<file path="config.mk">
export PLATFORM = sky130hd
export DESIGN_NAME = cnn_fetch_top
export DESIGN_NICKNAME = d
export VERILOG_FILES = /design/src/hw/cnn_fetch_pkg.sv /design/src/hw/cnn_fetch_top.sv /design/src/hw/ddr_fetch_engine.sv /design/src/hw/ddr_read_arbiter.sv /design/src/hw/inst_decode.sv
export VERILOG_INCLUDE_DIRS = /design/src /design/src/hw
export SDC_FILE = /design/constraint.sdc
export NUM_CORES = 1
export LEC_CHECK = 0
export BUFFER_PORTS_ARGS = -buffer_cell sky130_fd_sc_hd__buf_4
export CAP_MARGIN = 0
export CELL_PAD_IN_SITES_DETAIL_PLACEMENT = 2
export CELL_PAD_IN_SITES_GLOBAL_PLACEMENT = 2
export CORE_AREA = 2 2 684 686
export CTS_BUF_LIST = sky130_fd_sc_hd__clkbuf_4
export DETAILED_ROUTE_END_ITERATION = 8
export DIE_AREA = 0 0 686 688
export PLACE_DENSITY = 0.36
export SYNTH_ARGS = -nofsm -noshare
export SYNTH_HDL_FRONTEND = slang
export SYNTH_SLANG_ARGS = --single-unit
</file>
<file path="constraint.sdc">
create_clock -name clk -period 14.5 [get_ports clk]
set_input_delay 1.45 -clock clk [delete_from_list [all_inputs] [get_ports clk]]
set_output_delay 1.45 -clock clk [all_outputs]
set_load 0.02 [all_outputs]
</file>
<file path="src/hw/cnn_fetch_defs.svh">
`ifndef CNN_FETCH_DEFS_SVH
`define CNN_FETCH_DEFS_SVH

////////////////////////////////////////////////////////////
// ddr side
////////////////////////////////////////////////////////////

`define DDR_DATA_LEN 512   // one read beat
`define DDR_ADDR_LEN 32    // byte address
`define BEAT_BYTES   64    // address step per beat

// beats per request
`define BEAT_CNT_LEN 12

////////////////////////////////////////////////////////////
// on-chip buffers
////////////////////////////////////////////////////////////

`define ADDR_LEN_WB 13     // weight buffer
`define ADDR_LEN_BB 7      // bias buffer

`endif

</file>
<file path="src/hw/cnn_fetch_pkg.sv">
`default_nettype none

`include "cnn_fetch_defs.svh"

package cnn_fetch_pkg;

	// load kinds carried in an instruction
	typedef enum logic [1:0] {
		op_nop,
		op_load_weight,
		op_load_bias,
		op_load_both
	} opcode_e;

	typedef enum logic [1:0] {
		st_idle,
		st_request,   // command out, waiting for the port
		st_stream     // popping beats
	} fetch_state_e;

	// one block transfer, handed to a fetch engine
	typedef struct packed {
		logic [`DDR_ADDR_LEN-1:0] ddr_addr;
		logic [`BEAT_CNT_LEN-1:0] beat_cnt;
		logic [`ADDR_LEN_WB-1:0]  buf_addr;   // bias engine takes the low bits
	} fetch_job_t;

	// opcode first, then the weight job, then the bias job
	typedef struct packed {
		opcode_e    op;
		fetch_job_t wt;
		fetch_job_t bb;
	} inst_t;

	typedef struct packed {
		logic [`DDR_ADDR_LEN-1:0] ddr_addr;
		logic [`BEAT_CNT_LEN-1:0] beat_cnt;
	} ddr_cmd_t;

	typedef struct packed {
		logic [`ADDR_LEN_WB-1:0]  addr;
		logic [`DDR_DATA_LEN-1:0] data;
	} buf_wr_t;

endpackage

`default_nettype wire

</file>
<file path="src/hw/cnn_fetch_top.sv">
`timescale 1ns/1ps
`default_nettype none

`include "cnn_fetch_defs.svh"

module cnn_fetch_top import cnn_fetch_pkg::*; (
	input  logic                     clk,
	input  logic                     rst,
	input  inst_t                    instruct,
	input  logic                     inst_empty,
	output logic                     inst_req,
	output ddr_cmd_t                 ddr_cmd,
	output logic                     ddr_conf,
	input  logic                     ddr_fifo_empty,
	output logic                     ddr_fifo_req,
	input  logic [`DDR_DATA_LEN-1:0] ddr_fifo_data,
	output logic                     wb_wea,
	output buf_wr_t                  wb_wr,
	output logic                     bb_wea,
	output buf_wr_t                  bb_wr,
	output logic                     idle
);

	fetch_job_t wt_job, bb_job;
	logic       wt_conf, bb_conf;
	logic       wt_idle, bb_idle;
	ddr_cmd_t   wt_cmd, bb_cmd;
	logic       wt_cmd_conf, bb_cmd_conf;
	logic       wt_fifo_req, bb_fifo_req;
	logic       wt_fifo_empty, bb_fifo_empty;

	inst_decode u_decode (
		.clk        (clk),
		.rst        (rst),
		.instruct   (instruct),
		.inst_empty (inst_empty),
		.inst_req   (inst_req),
		.wt_idle    (wt_idle),
		.bb_idle    (bb_idle),
		.wt_conf    (wt_conf),
		.bb_conf    (bb_conf),
		.wt_job     (wt_job),
		.bb_job     (bb_job),
		.idle       (idle)
	);

	////////////////////////////////////////////////////////////
	// fetch engines, data bus goes to both
	////////////////////////////////////////////////////////////

	ddr_fetch_engine #(.BUF_ADDR_LEN(`ADDR_LEN_WB)) u_wfc (
		.clk        (clk),
		.rst        (rst),
		.conf       (wt_conf),
		.job        (wt_job),
		.cmd        (wt_cmd),
		.cmd_conf   (wt_cmd_conf),
		.fifo_empty (wt_fifo_empty),
		.fifo_req   (wt_fifo_req),
		.fifo_data  (ddr_fifo_data),
		.wea        (wb_wea),
		.wr         (wb_wr),
		.idle       (wt_idle)
	);

	ddr_fetch_engine #(.BUF_ADDR_LEN(`ADDR_LEN_BB)) u_bfc (
		.clk        (clk),
		.rst        (rst),
		.conf       (bb_conf),
		.job        (bb_job),
		.cmd        (bb_cmd),
		.cmd_conf   (bb_cmd_conf),
		.fifo_empty (bb_fifo_empty),
		.fifo_req   (bb_fifo_req),
		.fifo_data  (ddr_fifo_data),
		.wea        (bb_wea),
		.wr         (bb_wr),
		.idle       (bb_idle)
	);

	ddr_read_arbiter u_arb (
		.clk            (clk),
		.rst            (rst),
		.wt_cmd         (wt_cmd),
		.bb_cmd         (bb_cmd),
		.wt_cmd_conf    (wt_cmd_conf),
		.bb_cmd_conf    (bb_cmd_conf),
		.wt_idle        (wt_idle),
		.bb_idle        (bb_idle),
		.wt_fifo_req    (wt_fifo_req),
		.bb_fifo_req    (bb_fifo_req),
		.wt_fifo_empty  (wt_fifo_empty),
		.bb_fifo_empty  (bb_fifo_empty),
		.ddr_cmd        (ddr_cmd),
		.ddr_conf       (ddr_conf),
		.ddr_fifo_empty (ddr_fifo_empty),
		.ddr_fifo_req   (ddr_fifo_req)
	);

endmodule

`default_nettype wire

</file>
<file path="src/hw/ddr_fetch_engine.sv">
`timescale 1ns/1ps
`default_nettype none

`include "cnn_fetch_defs.svh"

module ddr_fetch_engine import cnn_fetch_pkg::*; #(
	parameter int BUF_ADDR_LEN = `ADDR_LEN_WB
) (
	input  logic                     clk,
	input  logic                     rst,
	input  logic                     conf,
	input  fetch_job_t               job,
	output ddr_cmd_t                 cmd,
	output logic                     cmd_conf,
	input  logic                     fifo_empty,
	output logic                     fifo_req,
	input  logic [`DDR_DATA_LEN-1:0] fifo_data,
	output logic                     wea,
	output buf_wr_t                  wr,
	output logic                     idle
);

	fetch_state_e             state;
	logic [`BEAT_CNT_LEN-1:0] beats_left;
	logic [BUF_ADDR_LEN-1:0]  buf_ptr;     // wraps at the buffer depth
	logic [`ADDR_LEN_WB-1:0]  ptr_ext;
	logic                     start;

	assign start = (state == st_idle) && conf && (job.beat_cnt != '0);

	// pop whenever a beat sits at the head
	assign fifo_req = (state == st_stream) && !fifo_empty;

	// still busy while the last write is in flight
	assign idle = (state == st_idle) && !wea;

	always_comb begin
		ptr_ext = '0;
		ptr_ext[BUF_ADDR_LEN-1:0] = buf_ptr;
	end

	////////////////////////////////////////////////////////////
	// control
	////////////////////////////////////////////////////////////

	always_ff @(posedge clk) begin
		if (rst) begin
			state      <= st_idle;
			cmd_conf   <= 1'b0;
			beats_left <= '0;
			buf_ptr    <= '0;
			wea        <= 1'b0;
		end else begin
			cmd_conf <= start;
			wea      <= fifo_req;   // write follows the pop by one cycle
			case (state)
				st_idle: begin
					if (start) begin
						beats_left <= job.beat_cnt;
						buf_ptr    <= job.buf_addr[BUF_ADDR_LEN-1:0];
						state      <= st_request;
					end
				end
				st_request: begin
					// data only shows up once the arbiter hands us the port
					if (!fifo_empty) state <= st_stream;
				end
				st_stream: begin
					if (fifo_req) begin
						beats_left <= beats_left - 1'b1;
						buf_ptr    <= buf_ptr + 1'b1;
						if (beats_left == 'd1) state <= st_idle;
					end
				end
				default: state <= st_idle;
			endcase
		end
	end

	// payload
	always_ff @(posedge clk) begin
		if (start) begin
			cmd.ddr_addr <= job.ddr_addr;
			cmd.beat_cnt <= job.beat_cnt;
		end
		if (fifo_req) begin
			wr.addr <= ptr_ext;
			wr.data <= fifo_data;
		end
	end

endmodule

`default_nettype wire

</file>
<file path="src/hw/ddr_read_arbiter.sv">
`timescale 1ns/1ps
`default_nettype none

module ddr_read_arbiter import cnn_fetch_pkg::*; (
	input  logic     clk,
	input  logic     rst,
	input  ddr_cmd_t wt_cmd,
	input  ddr_cmd_t bb_cmd,
	input  logic     wt_cmd_conf,
	input  logic     bb_cmd_conf,
	input  logic     wt_idle,
	input  logic     bb_idle,
	input  logic     wt_fifo_req,
	input  logic     bb_fifo_req,
	output logic     wt_fifo_empty,
	output logic     bb_fifo_empty,
	output ddr_cmd_t ddr_cmd,
	output logic     ddr_conf,
	input  logic     ddr_fifo_empty,
	output logic     ddr_fifo_req
);

	ddr_cmd_t wt_cmd_q;
	ddr_cmd_t bb_cmd_q;
	logic     wt_pend;
	logic     bb_pend;
	logic     busy;        // port owned by an engine
	logic     own_bb;      // switch, low selects weights
	logic     grant_wt;
	logic     grant_bb;
	logic     owner_idle;

	// weights win a tie
	assign grant_wt   = !busy && wt_pend;
	assign grant_bb   = !busy && !wt_pend && bb_pend;
	assign owner_idle = own_bb ? bb_idle : wt_idle;

	always_ff @(posedge clk) begin
		if (rst) begin
			wt_pend  <= 1'b0;
			bb_pend  <= 1'b0;
			busy     <= 1'b0;
			own_bb   <= 1'b0;
			ddr_conf <= 1'b0;
		end else begin
			if (wt_cmd_conf) wt_pend <= 1'b1;
			else if (grant_wt) wt_pend <= 1'b0;
			if (bb_cmd_conf) bb_pend <= 1'b1;
			else if (grant_bb) bb_pend <= 1'b0;

			ddr_conf <= grant_wt || grant_bb;

			if (grant_wt || grant_bb) begin
				busy   <= 1'b1;
				own_bb <= grant_bb;
			end else if (busy && owner_idle) begin
				busy <= 1'b0;   // owner done with its last write
			end
		end
	end

	always_ff @(posedge clk) begin
		if (wt_cmd_conf) wt_cmd_q <= wt_cmd;
		if (bb_cmd_conf) bb_cmd_q <= bb_cmd;
		if (grant_wt) ddr_cmd <= wt_cmd_q;
		else if (grant_bb) ddr_cmd <= bb_cmd_q;
	end

	////////////////////////////////////////////////////////////
	// read fifo routing
	////////////////////////////////////////////////////////////

	assign wt_fifo_empty = ddr_fifo_empty || !(busy && !own_bb);
	assign bb_fifo_empty = ddr_fifo_empty || !(busy && own_bb);
	assign ddr_fifo_req  = busy && (own_bb ? bb_fifo_req : wt_fifo_req);

endmodule

`default_nettype wire

</file>
<file path="src/hw/inst_decode.sv">
`timescale 1ns/1ps
`default_nettype none

module inst_decode import cnn_fetch_pkg::*; (
	input  logic       clk,
	input  logic       rst,
	input  inst_t      instruct,
	input  logic       inst_empty,
	output logic       inst_req,
	input  logic       wt_idle,
	input  logic       bb_idle,
	output logic       wt_conf,
	output logic       bb_conf,
	output fetch_job_t wt_job,
	output fetch_job_t bb_job,
	output logic       idle
);

	inst_t inst_q;        // popped instruction
	logic  starting;      // popped last cycle, conf pulses go out now
	logic  engines_idle;

	assign engines_idle = wt_idle && bb_idle;

	// show-ahead fifo, head entry is taken in the cycle of the pop
	assign inst_req = !inst_empty && engines_idle && !starting;

	always_ff @(posedge clk) begin
		if (rst) begin
			starting <= 1'b0;
		end else begin
			starting <= inst_req;
		end
	end

	always_ff @(posedge clk) begin
		if (inst_req) begin
			inst_q <= instruct;
		end
	end

	////////////////////////////////////////////////////////////
	// opcode decode
	////////////////////////////////////////////////////////////

	always_comb begin
		wt_conf = 1'b0;
		bb_conf = 1'b0;
		if (starting) begin
			case (inst_q.op)
				op_load_weight: wt_conf = 1'b1;
				op_load_bias:   bb_conf = 1'b1;
				op_load_both: begin
					wt_conf = 1'b1;
					bb_conf = 1'b1;
				end
				default: ;   // nop starts nothing
			endcase
		end
	end

	assign wt_job = inst_q.wt;
	assign bb_job = inst_q.bb;

	assign idle = inst_empty && !starting && engines_idle;

endmodule

`default_nettype wire

</file>
## After elaboration in Yosys (flattened, before gate mapping)

Index checks and enable logic that the tools add are counted.

| storage, ports and cells | value |
|---|---|
| bits in registers | 1432 |
| bits of input ports | 632 |
| output and inout bits | 1100 |

| operators by class | value |
|---|---|
| add/subtract/negate cells | 4 |
| equality and inequality tests | 17 |
| muxes and demuxes | 36 |
| reductions and logical operators | 50 |

Operator list:

| cell | number |
|---|---|
| $mux 44 | 2 |
| $mux 12 | 4 |
| $pmux 12 s2 | 2 |
| $mux 13 | 2 |
| $pmux 13 s2 | 1 |
| $eq 12x1->1 const B | 2 |
| $reduce_bool 12->1 | 2 |
| $sub 12x1->12 const B | 2 |
| $logic_and 1x1->1 | 20 |
| $mux 2 | 8 |
| $mux 7 | 2 |
| $pmux 7 s2 | 1 |
| $add 13x1->13 const B | 1 |
| $mux 1 | 12 |
| $pmux 2 s3 | 2 |
| $reduce_bool 2->1 | 6 |
| $logic_not 1->1 | 11 |
| $eq 2x2->1 const B | 4 |
| $ne 2x1->1 const B | 4 |
| $ne 2x2->1 const B | 4 |
| $reduce_and 4->1 | 2 |
| $add 7x1->7 const B | 1 |
| $eq 2x1->1 const B | 3 |
| $reduce_and 3->1 | 2 |
| other kinds (3) | 7 |

## Longest topological paths before layout

Gate-level depths: netlist of the first run.

| depth | value |
|---|---|
| word-level depth | 8 |
| gate-level depth with buffers | 7 |
| gate-level depth less buffers | 6 |

## By module

A second synthesis of the first run with hierarchy kept.

| second synthesis, totals | value |
|---|---|
| cells, all modules | 2002 |
| area, all modules | 46782.4 um2 |

Modules (own cells, without submodules):

| module | instances | cells an instance | area each (um2) | sequential area each (um2) |
|---|---|---|---|---|
| ddr_fetch_engine at u_wfc | 1 | 807 | 18919.4 | 17666.9 |
| ddr_fetch_engine at u_bfc | 1 | 753 | 18540.3 | 17366.7 |
| ddr_read_arbiter | 1 | 205 | 4919.7 | 4063.9 |
| inst_decode | 1 | 237 | 4403.0 | 3503.4 |

## Worst setup path before layout of the first run

OpenSTA, ideal clock, no wires.

| path | value |
|---|---|
| path type | input-to-reg |
| start | input port ddr_fifo_empty |
| end | register u_wfc.wr[0] in the netlist's numbering, enable pin |
| library setup time | 871 ps |
| arrival | 11905 ps |
| required time | 13629 ps |
| setup slack | 1725 ps |
| stages | 3 |
| path through | nor3b_2 nand2_1 inv_1 |

| on the way | value |
|---|---|
| longest elaborated chain between the ends | 3 |

Ends and longest elaborated chain:

| element | RTL line | source |
|---|---|---|
| start: declaration | cnn_fetch_top.sv:14 | `input logic ddr_fifo_empty,` |
| $logic_or 1x1->1 | ddr_read_arbiter.sv:73 | `assign wt_fifo_empty = ddr_fifo_empty \|\| !(busy && !own_bb);` |
| $logic_not 1->1 | ddr_fetch_engine.sv:32 | `assign fifo_req = (state == st_stream) && !fifo_empty;` |
| $logic_and 1x1->1 | ddr_fetch_engine.sv:32 |  |
| named net u_arb.wt_fifo_req | ddr_read_arbiter.sv:13 | `input logic wt_fifo_req,` |
| end: declaration | ddr_fetch_engine.sv:19 | `output buf_wr_t wr,` |

The timed path passes the listed nets, and every way through them passes these cells.
A chain may end at the register's enable or synchronous reset.

## Worst setup path in the final report of the first run

| path | value |
|---|---|
| start | register u_bfc.state[1] |
| end | register u_bfc.wr[49] in the netlist's numbering, enable pin |

| on the way | value |
|---|---|
| longest elaborated chain between the ends | 2 |

Ends and longest elaborated chain:

| element | RTL line | source |
|---|---|---|
| start: declaration | ddr_fetch_engine.sv:23 | `fetch_state_e state;` |
| start signal: assignment | ddr_fetch_engine.sv:48 | `state <= st_idle;` |
| start signal: assignment | ddr_fetch_engine.sv:61 | `state <= st_request;` |
| start signal: assignment | ddr_fetch_engine.sv:66 | `if (!fifo_empty) state <= st_stream;` |
| $eq 2x2->1 | ddr_fetch_engine.sv:32 |  |
| $logic_and 1x1->1 | ddr_fetch_engine.sv:32 |  |
| end: declaration | ddr_fetch_engine.sv:19 |  |

No other way between the ends.

==> summary.md, run 1 <==
| Metric | Value |
|---|---|
| Post-Syn Area | `0.0454 sq mm` |
| Critical Path Start | `u_bfc.state[1]` |
| Post-synth EDFFs | `roughly 1400` |
| Worst hold slack | `0.313 ns` |
| Share of cells above drive strength 1 | `50.2%` |
| P_leak | `28.1 nW` |
| Final worst slack | `between 9 and 10 ns` |
| Slew Viols, Final | `0` |
| Setup_tns | `0 ns` |
| Dominant cells by area after synthesis | `edfxtp_1, dfxtp_1, mux2_2` |
| FF-to-FF End | `u_bfc.wr[49]` |
| Worst hold path cell count | `0` |
| Fin util | `16.8%` |
| Post-Synth Adder-Cell Area | `0.165%` |
| Number of max-cap violations | `0` |
| XOR/XNOR Fraction of Synth Area | `0%` |
| Syn Area/Cell | `24.0 sq um` |
| Vias in the first global route | `35200` |
| Initial core utilization | `9.77%` |
| Worst Skew | `0.167 ns` |
| Total clock buffers created by CTS | `443` |
| Most frequent cells in the layout | `buf_4, edfxtp_1, clkbuf_4` |
| Uppermost layer routed | `met5` |
| Pre-CTS setup slack | `8.59 ns` |
| Gr usage total | `12.8%` |
| Crit end category | `flop` |
| Compound-Gate Fraction of Synth Area | `2.55%` |
| Synth unique cells | `66` |
| Clock Latency Late Sink | `1.48 ns` |
| WP data required | `15.50 ns` |
| Finish-stage setup viols | `0` |
| Unrepaired setup endpoints after global routing | `no` |
| Final nets | `5301` |
| Clock buffer depth | `4` |
| Finished Cell Area | `0.0780 sq mm` |
| HPWL after detailed placement | `258 mm` |
| HP Class | `flop to flop` |
| Slew at the pin closest to its max-slew limit | `1.28 ns` |
| Synth warnings | `0` |
| Outcome | `finished clean` |
| CTS tree | `built` |
| Remaining Overflow, GRT | `0` |
| R2r setup slk | `9.40 ns` |
| Starting DRT DRC Count | `1977` |
| Port Buffer Count | `between 1500 and 2000` |
| Post-route ant nets | `0` |
| Peak Freq | `0.196 GHz` |
| Area Growth Syn to Fin | `71.7%` |
| Drt drc | `0` |
| Max_slew headroom | `between 10% and 20%` |
| Final hold viol count | `0` |
| Cell Area, Placed | `0.0662 sq mm` |
| CP Class | `flop to flop` |
| Met2 routed WL | `150 mm` |
| Simple-Gate Fraction of Synth Area | `under 10%` |
| CTS Sinks | `1432` |
| Top-area cell type share of the netlist area | `a little over 90%` |
| Post-synthesis instance total | `1893` |
| Drt pass-1 iters | `5` |
| Arrival time worst endpoint | `~6 ns` |
| Initial antenna violation count | `138` |
| Largest family of logic cells by synthesized area | `compound AO/OA/AOI/OAI gates` |
| Total number of vias | `between 30000 and 40000` |
| DR WL/cell | `~28 microns` |
| R2r startpoint | `u_bfc.state[1]` |
| First-pass GRT wire length | `390 mm` |
| Pwr dens | `120 mW/mm^2` |
| Ports | `1732` |
| Core outline area | `roughly 0.47 sq mm` |
| Drt via density | `2.89` |
| WL met1 | `124 mm` |
| Die W | `686 microns` |
| Most common cell after layout, fill and taps aside | `buf_4` |
| Min-delay src | `u_bfc.cmd[39]` |
| Chip height | `around 690 microns` |
| Crit start category | `flop` |
| Final worst-path cycle share | `35.1%` |
| Register-to-Register Path Depth | `8` |
| Fin crit period | `5.10 ns` |
| Yosys reg bits | `1432` |
| Sequential element share of the synthesized area | `93.4%` |
| Largest area contributor in the netlist | `edfxtp_1` |
| Multiplexer share of the synthesized area | `approximately 1.1%` |
| Root cell of the clock tree | `clkbuf_4` |
| Cell row count | `around 250` |
| Length of routed met3 wiring | `31.8 mm` |
| CTS H-tree depth | `5` |
| Share of flip-flops with an asynchronous set or reset | `0%` |
| Die area | `0.472 sq mm` |
| Hold-critical path endpoint | `u_arb.bb_cmd_q[39]` |
| VDD IR max | `0.0000545 V` |
| Max FO, Critical Path | `59` |
| Final WL | `317 mm` |
| GPL Wtd Cong | `about 0.86` |
| Dominant synthesized flop cell | `edfxtp_1` |
| Clock transition at the registers of the reported paths | `0.07 ns` |
| Largest net degree at the start of global routing | `80` |
==> worst max-delay path by stage <==
stage / to / slack [ns] / cells past startpoint
2_1_floorplan: u_wfc.wr[0] / 1.72 / 3
3_3_place_gp: u_bfc.wr[434] / 8.65 / 8
3_5_place_dp: u_bfc.wr[49] / 8.59 / 8
4_1_cts: u_bfc.wr[341] / 9.14 / 8
5_1_grt: u_bfc.wr[409] / 8.98 / 8
6_report: u_bfc.wr[49] / 9.40 / 8
==> power by group <==
part / switching, W / internal, W
Sequential: 0.0000350 / 0.00459
Combinational: 0.000285 / 0.000250
Clock: 0.00212 / 0.00207
==> final cells by class <==
class	count	area (sq um)
Clock buffer	634	4760
Multi-Input combinational cell	385	2700
Inverter	38	158
Fill cell	51900	387000
Tap cell	6198	7750
Antenna cell	38	95.1
Timing Repair Buffer	2363	19300
Clock inverter	151	850
Sequential cell	1432	42400
==> synth_stat cells (7+ instances only) <==
master,n
edfxtp_1,1374
dfxtp_1,58
mux2_2,44
nand2_1,43
inv_1,36
a21oi_1,33
nor2_1,28
o21ai_0,25
clkbuf_1,24
o22ai_1,24
nand3_1,18
a221oi_1,16
nor3_1,12
o32ai_1,12
nor4_1,11
nand4_1,10
a221oi_2,9
buf_2,7
buf_4,7
==> state kept, by name, indices dropped and copies added (netlist names), 44 cells and up <==
register and flops:
u_arb.ddr_cmd 44, u_arb.bb_cmd_q 44, u_wfc.wr 525, u_wfc.cmd 44
u_bfc.cmd 44, u_arb.wt_cmd_q 44, u_decode.bb_job 51, u_bfc.wr 519
u_decode.wt_job 57
==> worst max-delay path, stage by stage (launching register included) <==
cell and delay, ns:
dfxtp_1 0.77, nor2b_1 0.22, buf_4 0.29, nand2b_1 0.09, buf_4 0.23, inv_8 0.40
buf_4 0.71, buf_4 0.83, buf_4 0.82
==> logic make-up (layout without fill, tap and decap cells) <==
group / after synthesis / in the layout
AOI/OAI and AO/OA: 158 / 158
adders and majority gates: 6 / 6
buffers and inverters: 81 / 3186
DFF: 1432 / 1432
muxes: 46 / 46
other: 1 / 44
and+or+nand+nor: 169 / 169
==> metal layers <==
metal | global-route usage [%] | vias up
met5 | 0 | -
met4 | 4.19 | 42
met3 | 5.71 | 580
met2 | 21.3 | 1725
met1 | 14.6 | 16600
li1 | - | 13500
==> through the flow <==
step	total power, W	std cells
2_1_floorplan	0.00477	1898
3_3_place_gp	0.00509	9808
3_5_place_dp	0.00509	9808
4_1_cts	0.00964	11200
5_1_grt	0.00983	11200
6_report	0.00935	11200
==> repair_timing <==
action                                   CTS  global route
gates resized for setup                    0             0
setup buffers                              0             0
endpoints found under the setup margin     0             0
hold endpoints to repair                1059             0
hold buffers                             608             0
Power figures use the tool's default switching activity.
==> run 2, diff against run 1 <==
clock period = 5 ns   (was 14.5 ns; I/O delays follow)
==> summary.md, run 2 (synthesis gave the netlist of run 1 again) <==
| Metric | Value |
|---|---|
| M3 GR Usage | `~5.9%` |
| Remaining Overflow, GRT | `0` |
| Post-route ant nets | `0` |
| Hold-critical path endpoint | `u_bfc.wr[421]` |
| Most frequent cells in the layout | `buf_4, edfxtp_1, dlygate4sd3_1` |
| Arrival time worst endpoint | `3.50 ns` |
| Max reg flops | `525` |
| Clock Latency Late Sink | `roughly 1.5 ns` |
| Slew Viols, Final | `0` |
| Resized cells post-CTS | `0` |
| HPWL after detailed placement | `264 mm` |
| HP Class | `primary input to flop` |
| Total clock buffers created by CTS | `434` |
| Net Switching | `0.00695 W` |
| Post-CTS Setup Inserts | `0` |
| Final hold viol count | `0` |
| Post-cts hold buffer count | `1253` |
| Pwr dens | `320 mW/mm^2` |
| DR WL/cell | `27.7 microns` |
| Pwr Total | `0.0270 W` |
| Top reg by flops | `u_wfc.wr` |
| Unrepaired setup endpoints after global routing | `no` |
| Starting DRT DRC Count | `1896` |
| Clock buffer depth | `4` |
| Port Buffer Count | `1719` |
| Met1 usage | `about 15%` |
| Root cell of the clock tree | `clkbuf_4` |
| Setup_tns | `0 ns` |
| Core outline area | `0.465 sq mm` |
| GR Util met2 | `22.4%` |
| Worst Skew | `0.186 ns` |
| Ports | `~1700` |
| CP Class | `flop to output port` |
| R2r startpoint | `u_arb.busy` |
| Final nets | `5950` |
| Outcome | `finished clean` |
| Initial core utilization | `roughly 9.8%` |
| First-pass GRT wire length | `411 mm` |
| R2r setup slk | `roughly 1.7 ns` |
| Sequential share of power | `between 40% and 50%` |
| Gr usage total | `13.3%` |
| Cell row count | `around 250` |
| Initial antenna violation count | `115` |
| Area Growth Syn to Fin | `86.1%` |
| Finish-stage setup viols | `0` |
| Final worst-path cycle share | `80.0%` |
| Min-delay src | `ddr_fifo_data[421]` |
| Comb pwr share | `7.1%` |
| P_leak | `between 30 and 40 nW` |
| WP data required | `4.50 ns` |
| Drt drc | `0` |
| GPL Wtd Cong | `0.872` |
| Final WL | `329 mm` |
| Die W | `~700 microns` |
| Vias in the first global route | `38500` |
| CTS tree | `built` |
| Chip height | `688 microns` |
| Peak Freq | `0.250 GHz` |
| Worst hold path cell count | `2` |
| Crit start category | `flop` |
| Number of max-cap violations | `0` |
| Share of cells above drive strength 1 | `44.2%` |
| Slew at the pin closest to its max-slew limit | `1.15 ns` |
| Net Sw Frac | `25.7%` |
| Clock transition at the registers of the reported paths | `0.06 ns` |
| Drt pass-1 iters | `5` |
| Largest net degree at the start of global routing | `91` |
| Max_slew headroom | `23.4%` |
| Most common cell after layout, fill and taps aside | `buf_4` |
| CTS H-tree depth | `5` |
| FF-to-FF End | `u_bfc.wr[495]` |
| Drt via density | `2.93` |
| Max FO, Critical Path | `16` |
| Fin crit period | `~4.0 ns` |
| CTS Sinks | `1432` |
| Crit end category | `output port` |
| Top Usage Layer GRT | `met2` |
| Clock share of power | `around 43%` |
| Total number of vias | `between 30000 and 40000` |
| VDD IR max | `~0.00015 V` |
| Die area | `roughly 0.47 sq mm` |
| P_int | `between 0.02 and 0.025 W` |
| Register-to-Register Path Depth | `4` |
==> run 2: cell type report <==
type / count / area [sq um]
clock inverters: 161 / 810
fillers: 51600 / 381000
diodes: 27 / 67.6
inverters: 38 / 154
clock buffers: 615 / 4620
flip-flops and latches: 1432 / 42400
multi-input cells: 385 / 2710
repair buffers: 3021 / 26000
well taps: 6198 / 7750
==> run 2: layer usage <==
layer / part of all wire, % / up-vias
met5: 0.053 / -
met2: 48 / 1682
met3: 10 / 540
met1: 38 / 17700
met4: 3.8 / 26
li1: - / 14900
==> run 2: how the worst max path moves through the flow <==
stage / startpoint / end / slack [ns] / depth (start not counted)
4_1_cts: u_bfc.state[1] / inst_req / 0.60 / 4
2_1_floorplan: u_wfc.state[1] / u_wfc.wr[0] / -4.21 / 6
6_report: u_bfc.state[1] / inst_req / 1.00 / 4
5_1_grt: u_bfc.state[1] / inst_req / 0.62 / 4
3_5_place_dp: ddr_fifo_empty / u_bfc.wr[495] / 1.54 / 5
3_3_place_gp: ddr_fifo_empty / u_bfc.wr[409] / 1.61 / 5
==> run 2: stage by stage <==
step	util [%]	setup slack (ns)	cell area [sq um]	cells	hold slack [ns]
final	18.2	1.00	84600	11900	0.225
after global routing	18.2	0.619	84500	11900	0.0554
after CTS	18.2	0.602	84500	11900	0.000231
after detailed placement	14.3	1.54	66500	9821	0.405
after global placement	14.3	1.61	66500	9821	0.401
after floorplan	-	-4.21	45500	1898	0.400
==> run 2: power by group through the flow <==
stage	Combinational [W]	Clock [W]	Sequential, W
final	0.00193	0.0117	0.0134
after global routing	0.00204	0.0129	0.0134
after CTS	0.00197	0.0123	0.0134
after detailed placement	0.00105	0	0.0137
after global placement	0.00105	0	0.0137
after floorplan	0.000205	0	0.0136
==> run 2: worst max-delay path, cell delays in order (launching register included) <==
cell,delay (ns)
dfxtp_1,0.53
nor3_1,0.57
nand3b_1,0.28
nor2_4,0.55
buf_4,0.25
